===== src/ilkn_rx_params.svh =====
////////////////////////////////////////////////////////////////////////////
// sizing macros for the four lane receive path
// include this wherever the lane count or word widths are needed
////////////////////////////////////////////////////////////////////////////
`ifndef ILKN_RX_PARAMS_SVH
`define ILKN_RX_PARAMS_SVH

// number of lanes striped together into one row
`define ILKN_NUM_LANES 4

// lane word is {sync marker, control flag, 64 payload bits}
`define ILKN_LANE_W 66

// words of skew each lane can absorb before lock is lost
`define ILKN_SKEW_DEPTH 8

// single page flow control calendar
`define ILKN_CAL_W 16

`endif


===== src/ilkn_burst_pkg.sv =====
////////////////////////////////////////////////////////////////////////////
// types for the burst side of the receiver
// output words, calendar and the burst control word layout
////////////////////////////////////////////////////////////////////////////
`default_nettype none

`include "ilkn_rx_params.svh"

package ilkn_burst_pkg;

	// output word is the lane word with the sync marker removed
	typedef logic [`ILKN_LANE_W-2:0] out_word_t;

	// one page of flow control status, one bit per calendar entry
	typedef logic [`ILKN_CAL_W-1:0] calendar_t;

	// channel number carried by a burst control word
	typedef logic [7:0] channel_t;

	//////////////////////////////////////////////////////////////////////////
	// burst control word layout, control flag set on the lane
	//   [63]    set for burst / idle words, clear for framing words
	//   [61]    SOP, first word of a burst follows
	//   [60]    EOP, previous burst ends here
	//   [55:40] flow control calendar
	//   [39:32] channel
	// a burst control word with neither SOP nor EOP is an idle word
	//////////////////////////////////////////////////////////////////////////
	localparam int BCW_BIT = 63;
	localparam int SOP_BIT = 61;
	localparam int EOP_BIT = 60;
	localparam int CAL_LSB = 40;
	localparam int CHAN_LSB = 32;

	// between bursts, or inside an open burst
	typedef enum logic {
		OUTSIDE,
		IN_BURST
	} parser_state_t;

endpackage

`default_nettype wire


===== src/ilkn_lane_pkg.sv =====
////////////////////////////////////////////////////////////////////////////
// types for the lane side of the receiver
// lane words as they leave the lane RX block, and the deskew FSM states
////////////////////////////////////////////////////////////////////////////
`default_nettype none

`include "ilkn_rx_params.svh"

package ilkn_lane_pkg;

	// one lane word, [65] sync marker, [64] control flag, [63:0] payload
	typedef logic [`ILKN_LANE_W-1:0] lane_word_t;

	// payload part of a lane word
	typedef logic [63:0] payload_t;

	// selects one of the lanes
	typedef logic [$clog2(`ILKN_NUM_LANES)-1:0] lane_idx_t;

	// bit positions inside a lane word
	localparam int SYNC_BIT = `ILKN_LANE_W - 1;
	localparam int CTL_BIT = `ILKN_LANE_W - 2;

	// hunting for a common sync row, or aligned and streaming
	typedef enum logic {
		HUNT,
		LOCKED
	} deskew_state_t;

endpackage

`default_nettype wire


===== src/ilkn_row_if.sv =====
////////////////////////////////////////////////////////////////////////////
// one aligned row passed from lane deskew to the burst parser
// deskew drives it through source, the parser reads it through sink
////////////////////////////////////////////////////////////////////////////
`timescale 1ns/1ps
`default_nettype none

`include "ilkn_rx_params.svh"

interface ilkn_row_if;

	// payloads in lane order, lane 0 holds the earliest word of the row
	ilkn_lane_pkg::payload_t [`ILKN_NUM_LANES-1:0] words;

	// control flag of each lane word
	logic [`ILKN_NUM_LANES-1:0] ctl;

	// row carries data or burst control, framing rows never raise this
	logic valid;

	// lanes are aligned, follows the deskew FSM directly
	logic locked;

	modport source (
		output words,
		output ctl,
		output valid,
		output locked
	);

	modport sink (
		input words,
		input ctl,
		input valid,
		input locked
	);

endinterface

`default_nettype wire


===== src/ilkn_burst_parser.sv =====
////////////////////////////////////////////////////////////////////////////
// burst parser, walks each aligned row in lane order
// tracks SOP / EOP, captures the calendar and flags protocol errors,
// the row goes out one cycle after it arrives
////////////////////////////////////////////////////////////////////////////
`timescale 1ns/1ps
`default_nettype none

`include "ilkn_rx_params.svh"

module ilkn_burst_parser (
	input  logic                                              common_clk,
	input  logic                                              arst_n,
	ilkn_row_if.sink                                          row,
	output ilkn_burst_pkg::out_word_t [`ILKN_NUM_LANES-1:0]   outwords,
	output logic                                              outwords_valid,
	output ilkn_burst_pkg::calendar_t                         calendar,
	output logic                                              burst_err
);

	ilkn_burst_pkg::parser_state_t state;
	ilkn_burst_pkg::parser_state_t state_next;
	ilkn_burst_pkg::calendar_t calendar_next;
	logic err_next;
	logic sop;
	logic eop;

	//////////////////////////////////////////////////////////////////////////
	// scan the row word by word, lane 0 first
	//////////////////////////////////////////////////////////////////////////
	always_comb begin
		state_next = state;
		calendar_next = calendar;
		err_next = 1'b0;
		sop = 1'b0;
		eop = 1'b0;
		for (int i = 0; i < `ILKN_NUM_LANES; i++) begin
			if (row.ctl[i] && row.words[i][ilkn_burst_pkg::BCW_BIT]) begin
				sop = row.words[i][ilkn_burst_pkg::SOP_BIT];
				eop = row.words[i][ilkn_burst_pkg::EOP_BIT];
				// later lanes overwrite, so the highest lane wins
				calendar_next = row.words[i][ilkn_burst_pkg::CAL_LSB +: `ILKN_CAL_W];
				if (sop) begin
					// SOP inside an open burst is an error
					if (state_next == ilkn_burst_pkg::IN_BURST) begin
						err_next = 1'b1;
					end
					// SOP and EOP together make a one word burst
					state_next = eop ? ilkn_burst_pkg::OUTSIDE : ilkn_burst_pkg::IN_BURST;
				end else if (eop) begin
					if (state_next == ilkn_burst_pkg::OUTSIDE) begin
						err_next = 1'b1;
					end
					state_next = ilkn_burst_pkg::OUTSIDE;
				end
			end else if (!row.ctl[i]) begin
				// data with no burst open
				if (state_next == ilkn_burst_pkg::OUTSIDE) begin
					err_next = 1'b1;
				end
			end
		end
	end

	//////////////////////////////////////////////////////////////////////////
	// burst state, calendar and status flags
	//////////////////////////////////////////////////////////////////////////
	always_ff @(posedge common_clk or negedge arst_n) begin
		if (!arst_n) begin
			state <= ilkn_burst_pkg::OUTSIDE;
			calendar <= '1;
			outwords_valid <= 1'b0;
			burst_err <= 1'b0;
		end else begin
			outwords_valid <= row.valid;
			burst_err <= row.valid && err_next;
			if (!row.locked) begin
				// any burst in flight is abandoned when lock goes
				state <= ilkn_burst_pkg::OUTSIDE;
			end else if (row.valid) begin
				state <= state_next;
				calendar <= calendar_next;
			end
		end
	end

	// output words keep the control flag so control rows stay recognisable
	always_ff @(posedge common_clk) begin
		if (row.valid) begin
			for (int i = 0; i < `ILKN_NUM_LANES; i++) begin
				outwords[i] <= {row.ctl[i], row.words[i]};
			end
		end
	end

endmodule

`default_nettype wire


===== src/ilkn_lane_deskew.sv =====
////////////////////////////////////////////////////////////////////////////
// lane deskew, lines the four lanes up on their sync markers
// each lane has a small FIFO that soaks up its skew; rows come out one
// cycle after a pop, with framing rows removed
////////////////////////////////////////////////////////////////////////////
`timescale 1ns/1ps
`default_nettype none

`include "ilkn_rx_params.svh"

module ilkn_lane_deskew (
	input  logic                                              common_clk,
	input  logic                                              arst_n,
	input  ilkn_lane_pkg::lane_word_t [`ILKN_NUM_LANES-1:0]   lane_words,
	input  logic [`ILKN_NUM_LANES-1:0]                        lane_valid,
	ilkn_row_if.source                                        row
);

	localparam int PTR_W = $clog2(`ILKN_SKEW_DEPTH);

	// framing detection looks at one lane only, aligned lanes agree
	localparam ilkn_lane_pkg::lane_idx_t REF_LANE = '0;

	typedef logic [PTR_W-1:0] ptr_t;
	typedef logic [PTR_W:0]   cnt_t;

	ilkn_lane_pkg::deskew_state_t state;

	// skew FIFO storage and pointers, one set per lane
	ilkn_lane_pkg::lane_word_t mem [`ILKN_NUM_LANES][`ILKN_SKEW_DEPTH];
	ptr_t wr_ptr [`ILKN_NUM_LANES];
	ptr_t rd_ptr [`ILKN_NUM_LANES];
	cnt_t cnt [`ILKN_NUM_LANES];

	ilkn_lane_pkg::lane_word_t [`ILKN_NUM_LANES-1:0] heads;
	logic [`ILKN_NUM_LANES-1:0] head_sync;
	logic [`ILKN_NUM_LANES-1:0] empty;
	logic [`ILKN_NUM_LANES-1:0] full;
	logic [`ILKN_NUM_LANES-1:0] wr_en;
	logic [`ILKN_NUM_LANES-1:0] overrun;

	logic pop;
	logic sync_mismatch;
	logic framing_row;
	logic flush;

	//////////////////////////////////////////////////////////////////////////
	// FIFO status and write decisions
	//////////////////////////////////////////////////////////////////////////
	always_comb begin
		for (int i = 0; i < `ILKN_NUM_LANES; i++) begin
			heads[i] = mem[i][rd_ptr[i]];
			head_sync[i] = heads[i][ilkn_lane_pkg::SYNC_BIT];
			empty[i] = (cnt[i] == '0);
			full[i] = (cnt[i] == cnt_t'(`ILKN_SKEW_DEPTH));
			// while hunting a lane throws words away until its first sync word,
			// a non-empty FIFO means that word has already been taken
			wr_en[i] = lane_valid[i] &&
				(state == ilkn_lane_pkg::LOCKED || !empty[i] ||
				lane_words[i][ilkn_lane_pkg::SYNC_BIT]);
		end
	end

	// one word leaves every lane together, only once aligned
	assign pop = (state == ilkn_lane_pkg::LOCKED) && !(|empty);

	// a full FIFO can still take a word in a cycle where it is also popped
	assign overrun = wr_en & full & {`ILKN_NUM_LANES{!pop}};

	// every sync row after lock must line up across all lanes
	assign sync_mismatch = (|head_sync) && !(&head_sync);

	// framing layer words have the control flag set and bit 63 clear
	assign framing_row = heads[REF_LANE][ilkn_lane_pkg::CTL_BIT] &&
		!heads[REF_LANE][ilkn_burst_pkg::BCW_BIT];

	assign flush = (|overrun) || (pop && sync_mismatch);

	//////////////////////////////////////////////////////////////////////////
	// lock FSM
	//////////////////////////////////////////////////////////////////////////
	always_ff @(posedge common_clk or negedge arst_n) begin
		if (!arst_n) begin
			state <= ilkn_lane_pkg::HUNT;
		end else if (flush) begin
			state <= ilkn_lane_pkg::HUNT;
		end else if (state == ilkn_lane_pkg::HUNT && (&head_sync) && !(|empty)) begin
			// all heads sit on a sync word, so the lanes are aligned
			state <= ilkn_lane_pkg::LOCKED;
		end
	end

	assign row.locked = (state == ilkn_lane_pkg::LOCKED);

	//////////////////////////////////////////////////////////////////////////
	// FIFO pointers and occupancy
	//////////////////////////////////////////////////////////////////////////
	always_ff @(posedge common_clk or negedge arst_n) begin
		if (!arst_n) begin
			for (int i = 0; i < `ILKN_NUM_LANES; i++) begin
				wr_ptr[i] <= '0;
				rd_ptr[i] <= '0;
				cnt[i] <= '0;
			end
		end else begin
			for (int i = 0; i < `ILKN_NUM_LANES; i++) begin
				if (flush) begin
					// losing lock empties every lane so hunting starts clean
					wr_ptr[i] <= '0;
					rd_ptr[i] <= '0;
					cnt[i] <= '0;
				end else begin
					if (wr_en[i]) begin
						wr_ptr[i] <= wr_ptr[i] + ptr_t'(1);
					end
					if (pop) begin
						rd_ptr[i] <= rd_ptr[i] + ptr_t'(1);
					end
					if (wr_en[i] && !pop) begin
						cnt[i] <= cnt[i] + cnt_t'(1);
					end else if (!wr_en[i] && pop) begin
						cnt[i] <= cnt[i] - cnt_t'(1);
					end
				end
			end
		end
	end

	// storage, a write during a flush lands in a slot that is now free
	always_ff @(posedge common_clk) begin
		for (int i = 0; i < `ILKN_NUM_LANES; i++) begin
			if (wr_en[i]) begin
				mem[i][wr_ptr[i]] <= lane_words[i];
			end
		end
	end

	//////////////////////////////////////////////////////////////////////////
	// output row register
	//////////////////////////////////////////////////////////////////////////
	always_ff @(posedge common_clk or negedge arst_n) begin
		if (!arst_n) begin
			row.valid <= 1'b0;
		end else begin
			row.valid <= pop && !sync_mismatch && !framing_row;
		end
	end

	// sync markers are dropped here, the parser never needs them
	always_ff @(posedge common_clk) begin
		if (pop) begin
			for (int i = 0; i < `ILKN_NUM_LANES; i++) begin
				row.words[i] <= heads[i][63:0];
				row.ctl[i] <= heads[i][ilkn_lane_pkg::CTL_BIT];
			end
		end
	end

endmodule

`default_nettype wire


===== src/ilkn_rx_top.sv =====
////////////////////////////////////////////////////////////////////////////
// four lane receive top, deskew feeding the burst parser
// lanes arrive word locked and descrambled on common_clk
////////////////////////////////////////////////////////////////////////////
`timescale 1ns/1ps
`default_nettype none

`include "ilkn_rx_params.svh"

module ilkn_rx_top (
	input  logic                                              common_clk,
	input  logic                                              arst_n,
	input  ilkn_lane_pkg::lane_word_t [`ILKN_NUM_LANES-1:0]   lane_words,
	input  logic [`ILKN_NUM_LANES-1:0]                        lane_valid,
	output logic                                              locked,
	output ilkn_burst_pkg::out_word_t [`ILKN_NUM_LANES-1:0]   outwords,
	output logic                                              outwords_valid,
	output ilkn_burst_pkg::calendar_t                         calendar,
	output logic                                              burst_err
);

	// aligned rows between the two stages
	ilkn_row_if row ();

	// align lanes on sync markers and strip framing rows
	ilkn_lane_deskew u_deskew (
		.common_clk (common_clk),
		.arst_n     (arst_n),
		.lane_words (lane_words),
		.lane_valid (lane_valid),
		.row        (row)
	);

	// burst tracking, calendar and error check
	ilkn_burst_parser u_parser (
		.common_clk     (common_clk),
		.arst_n         (arst_n),
		.row            (row),
		.outwords       (outwords),
		.outwords_valid (outwords_valid),
		.calendar       (calendar),
		.burst_err      (burst_err)
	);

	// lock status straight from the deskew FSM
	assign locked = row.locked;

endmodule

`default_nettype wire


===== config.mk =====
export PLATFORM = sky130hd
export DESIGN_NAME = ilkn_rx_top
export DESIGN_NICKNAME = d
export VERILOG_FILES = /design/src/ilkn_burst_pkg.sv /design/src/ilkn_lane_pkg.sv /design/src/ilkn_row_if.sv /design/src/ilkn_burst_parser.sv /design/src/ilkn_lane_deskew.sv /design/src/ilkn_rx_top.sv
export VERILOG_INCLUDE_DIRS = /design/src
export SDC_FILE = /design/constraint.sdc
export NUM_CORES = 2
export LEC_CHECK = 0
export ABC_CLOCK_PERIOD_IN_PS = 10800
export BUFFER_PORTS_ARGS = -buffer_cell sky130_fd_sc_hd__buf_2
export CORE_MARGIN = 3
export CORE_UTILIZATION = 60
export DETAILED_ROUTE_END_ITERATION = 10
export PLACE_DENSITY = 0.85
export SLEW_MARGIN = 20
export SYNTH_ARGS = -nofsm -noshare
export SYNTH_HDL_FRONTEND = slang
export SYNTH_SLANG_ARGS = --single-unit

===== constraint.sdc =====
create_clock -name common_clk -period 10.8 [get_ports common_clk]
set_input_delay 2.16 -clock common_clk [delete_from_list [all_inputs] [get_ports common_clk]]
set_output_delay 2.16 -clock common_clk [all_outputs]
set_load 0.01 [all_outputs]

==> results.txt <==
outcome: finished, final reports clean
Placer Congestion: 0.810
DP HPWL: 123 mm
clk_lat worst skew: 920 ps
hold worst-path end: u_parser.outwords[197]
max incr delay on CP: 970 ps
Worst path top cell family by delay: buffers and inverters
Initial Util: 0.604
max-cap violation count: 0
peak fanout along the critical path: 49
FF-to-FF Start: u_deskew.rd_ptr[6]
Yosys warning count: 0
antenna violations before repair: 92
Synth top area share: 0.803
first-pass GRT wire length: 327 mm
min-delay src: u_deskew.row.words[194]
Hold Path Cell Cnt: 0
Startpoint Class: register
count leader, synth: edfxtp_1
synthesized flop and latch total: 2693
Setup Fix Bufs, Post-CTS: 0
Tot GR Track Use: 0.270
clk buf depth: 4
unrepaired setup endpoints after global routing: no
R2R depth: 8
drt drc: 0
area of the mapped netlist: 98400 µm²
initial drt markers: 5126
pwr/cell area: 226 nW/µm²
Synth async-reset ratio: 0.0227
final hold violations: 0
CTS tree: built
Die W: 411 µm
Syn Nets: 4348
Buf+Inv Stages, Crit Path: 2
total congestion overflow: 0
Filler cells: 9283
Post-Synthesis Cells: 4054
most frequent CP cell: buf_4
Crit Reg-Reg Endpoint: u_deskew.cnt[9]
critical path, cell by cell: buf_4 > mux4_2 > mux2i_1 > nor4_1 > o21ai_1 > and2_1 > buf_4 > nor2_1
synth cell count leaders: 2632 x edfxtp_1, 528 x mux4_2, 259 x mux2_2, 102 x clkbuf_1, 94 x nor2_1
r2r setup slk: 5630 ps
IO Port Bufs: 548
fin area: 113000 µm²
Top Ports: 549
LEAKAGE: 36.0 nW
Min Hold Slack: 416 ps
Final Max Tran Viols: 0
ys flop type: edfxtp_1
worst setup path class: register to register
Final Cycle Share: 0.478
pin count of the biggest net entering global routing: 113
core footprint: 163000 µm²
Syn Area/Cell: 24.3 µm²
post-synth top area cell: edfxtp_1
clock-pin slew on the worst setup and hold paths: 60 ps
share of layout cells above drive strength 1: 0.373
hold-fix buffers at CTS: 0
Tmin final: 5170 ps
post-synthesis sequential area ratio: 0.819
Vias/cell: 6.26
fmax: 0.194 GHz
Final Skew: 55.3 ps
die height: 411 µm
worst rel slew slack: 0.217
Area contributors post-synth: edfxtp_1 80%, mux4_2 12%, mux2_2 3.0%
number of global-route vias before repair: 46652
worst path arrival time: 5910 ps
Max VDD drop: 198 µV
wire per inst: 31.2 µm
Placement Cell Area: 104000 µm²
total CTS buffers: 279
CP required: 11550 ps
Die Footprint: 169000 µm²
clk root buf: clkbuf_16
Routed Wire Length: 225 mm
Setup TNS: 0 ps
DR vias: 45152
antenna-violating nets left: 0
Worst path slowest cell: dfrtp_4
Final nets: 5074
distinct cell type count after synthesis: 48
Area Overhead vs Synth: 14.7%
Hold Path Class: register to register
H-tree levels: 5
Sinks on Clock Net: 2693
Slew @ Worst Pin: 1170 ps
post-CTS sizing: 0
launch point of the worst path: u_deskew.rd_ptr[6]
First-pass DRT Iterations: 5
Finish-stage setup viols: 0
number of flops mapped to enable cells by yosys: 2632
crit end category: register
row count: 148
==> kinds of logic after synthesis <==
family | count (synthesis) | synth area share
xor gates and xnor gates | 21 | 0.00187
DFF | 2693 | 0.819
muxes | 796 | 0.151
buffers and inverters | 200 | 0.00840
adders and majority gates | 24 | 0.00336
and+or+nand+nor | 211 | 0.00955
AOI/OAI and AO/OA | 109 | 0.00689
==> worst max path at each step <==
stage	end	slack [ps]	cells past startpoint
finish	u_deskew.cnt[9]	5630	8
global route	u_deskew.cnt[9]	5260	8
CTS	u_deskew.cnt[9]	5610	8
detailed placement	u_deskew.mem[1][475]	5540	5
global placement	u_deskew.mem[1][475]	5710	5
floorplan	u_deskew.mem[2][462]	1570	2
==> state kept, by name (all words and copies together) (netlist names) <==
| register | flops |
|---|---|
| u_deskew.mem | 2112 |
| u_parser.outwords | 260 |
| u_deskew.row.words | 256 |
| u_deskew.cnt | 16 |
| u_parser.calendar | 16 |
| u_deskew.rd_ptr | 12 |
| u_deskew.wr_ptr | 12 |
| u_deskew.row.ctl | 4 |
| u_deskew.row.locked | 1 |
| u_deskew.row.valid | 1 |
| u_parser.burst_err | 1 |
| u_parser.outwords_valid | 1 |
| u_parser.state | 1 |
==> power breakdown <==
group          switching, mW  internal (mW)  total (mW)
sequential             0.494           12.8        13.3
combinational           1.68           1.19        2.87
clock                   3.81           5.47        9.28
total                   5.98           19.5        25.5
==> area by class of cell <==
type                       instances  area, µm²  share of cell area
inverter                          26        105            0.000931
tap                             2175       2720              0.0241
timing repair buffer             619       3350              0.0297
antenna                           60        150             0.00133
multi-input combinational       1161      17300               0.153
sequential                      2693      80600               0.714
clock inverter                   156       1450              0.0128
clock buffer                     321       7270              0.0643
==> per-layer routing <==
| layer | part of all wire | GRT usage | up-vias | routed length [µm] |
|---|---|---|---|---|
| met3 | 0.092 | 0.0740 | 428 | 20800 |
| met5 | 0.0010 | 0 | - | 229 |
| met2 | 0.50 | 0.431 | 2209 | 113000 |
| li1 | - | - | 18546 | - |
| met4 | 0.031 | 0.0962 | 40 | 7030 |
| met1 | 0.37 | 0.364 | 23929 | 84000 |
==> worst register-to-register path: cells and delay by family, from the launching register on <==
family          cells  cell delay (ps)
buf+inv             2             1330
simple gates        3              990
flops               1              970
mux                 2              880
compound gates      1              880
==> through the flow <==
stage,util,power [mW],std cells,setup slack [ps]
finish,0.693,25.5,7211,5630
global route,0.693,26.3,7186,5260
CTS,0.692,25.7,7149,5610
detailed placement,0.638,16.3,6672,5540
global placement,0.638,16.2,6672,5710
floorplan,-,15.3,4054,1570
==> layout by cell type, fill, tap and decap left out, types with 4 or more instances in the layout <==
master | synthesis | final
mux4_2 | 528 | 528
or4_1 | 4 | 4
dfrtp_1 | 45 | 32
clkbuf_16 | 0 | 284
ha_1 | 20 | 20
nand2b_1 | 14 | 14
or3_1 | 4 | 4
clkinvlp_4 | 0 | 7
buf_4 | 2 | 66
nor3_1 | 16 | 6
clkinv_2 | 0 | 48
clkbuf_1 | 102 | 35
xnor2_1 | 9 | 9
o21ai_0 | 17 | 17
mux2_2 | 259 | 259
edfxtp_1 | 2632 | 2632
nor2_1 | 94 | 72
dfrtp_4 | 0 | 13
inv_6 | 0 | 5
inv_1 | 24 | 24
fa_1 | 4 | 4
mux2i_1 | 9 | 9
a21oi_2 | 7 | 7
a21o_1 | 4 | 4
nor3_2 | 0 | 9
a311oi_1 | 16 | 14
a21oi_1 | 50 | 50
clkinv_1 | 0 | 67
diode_2 | 0 | 60
buf_2 | 37 | 547
nand2_1 | 44 | 44
xor2_1 | 12 | 12
nor2_4 | 0 | 21
dfstp_2 | 16 | 16
bufinv_16 | 0 | 28
nand3_1 | 23 | 23
No activity file was read; power rests on OpenSTA's default activity.
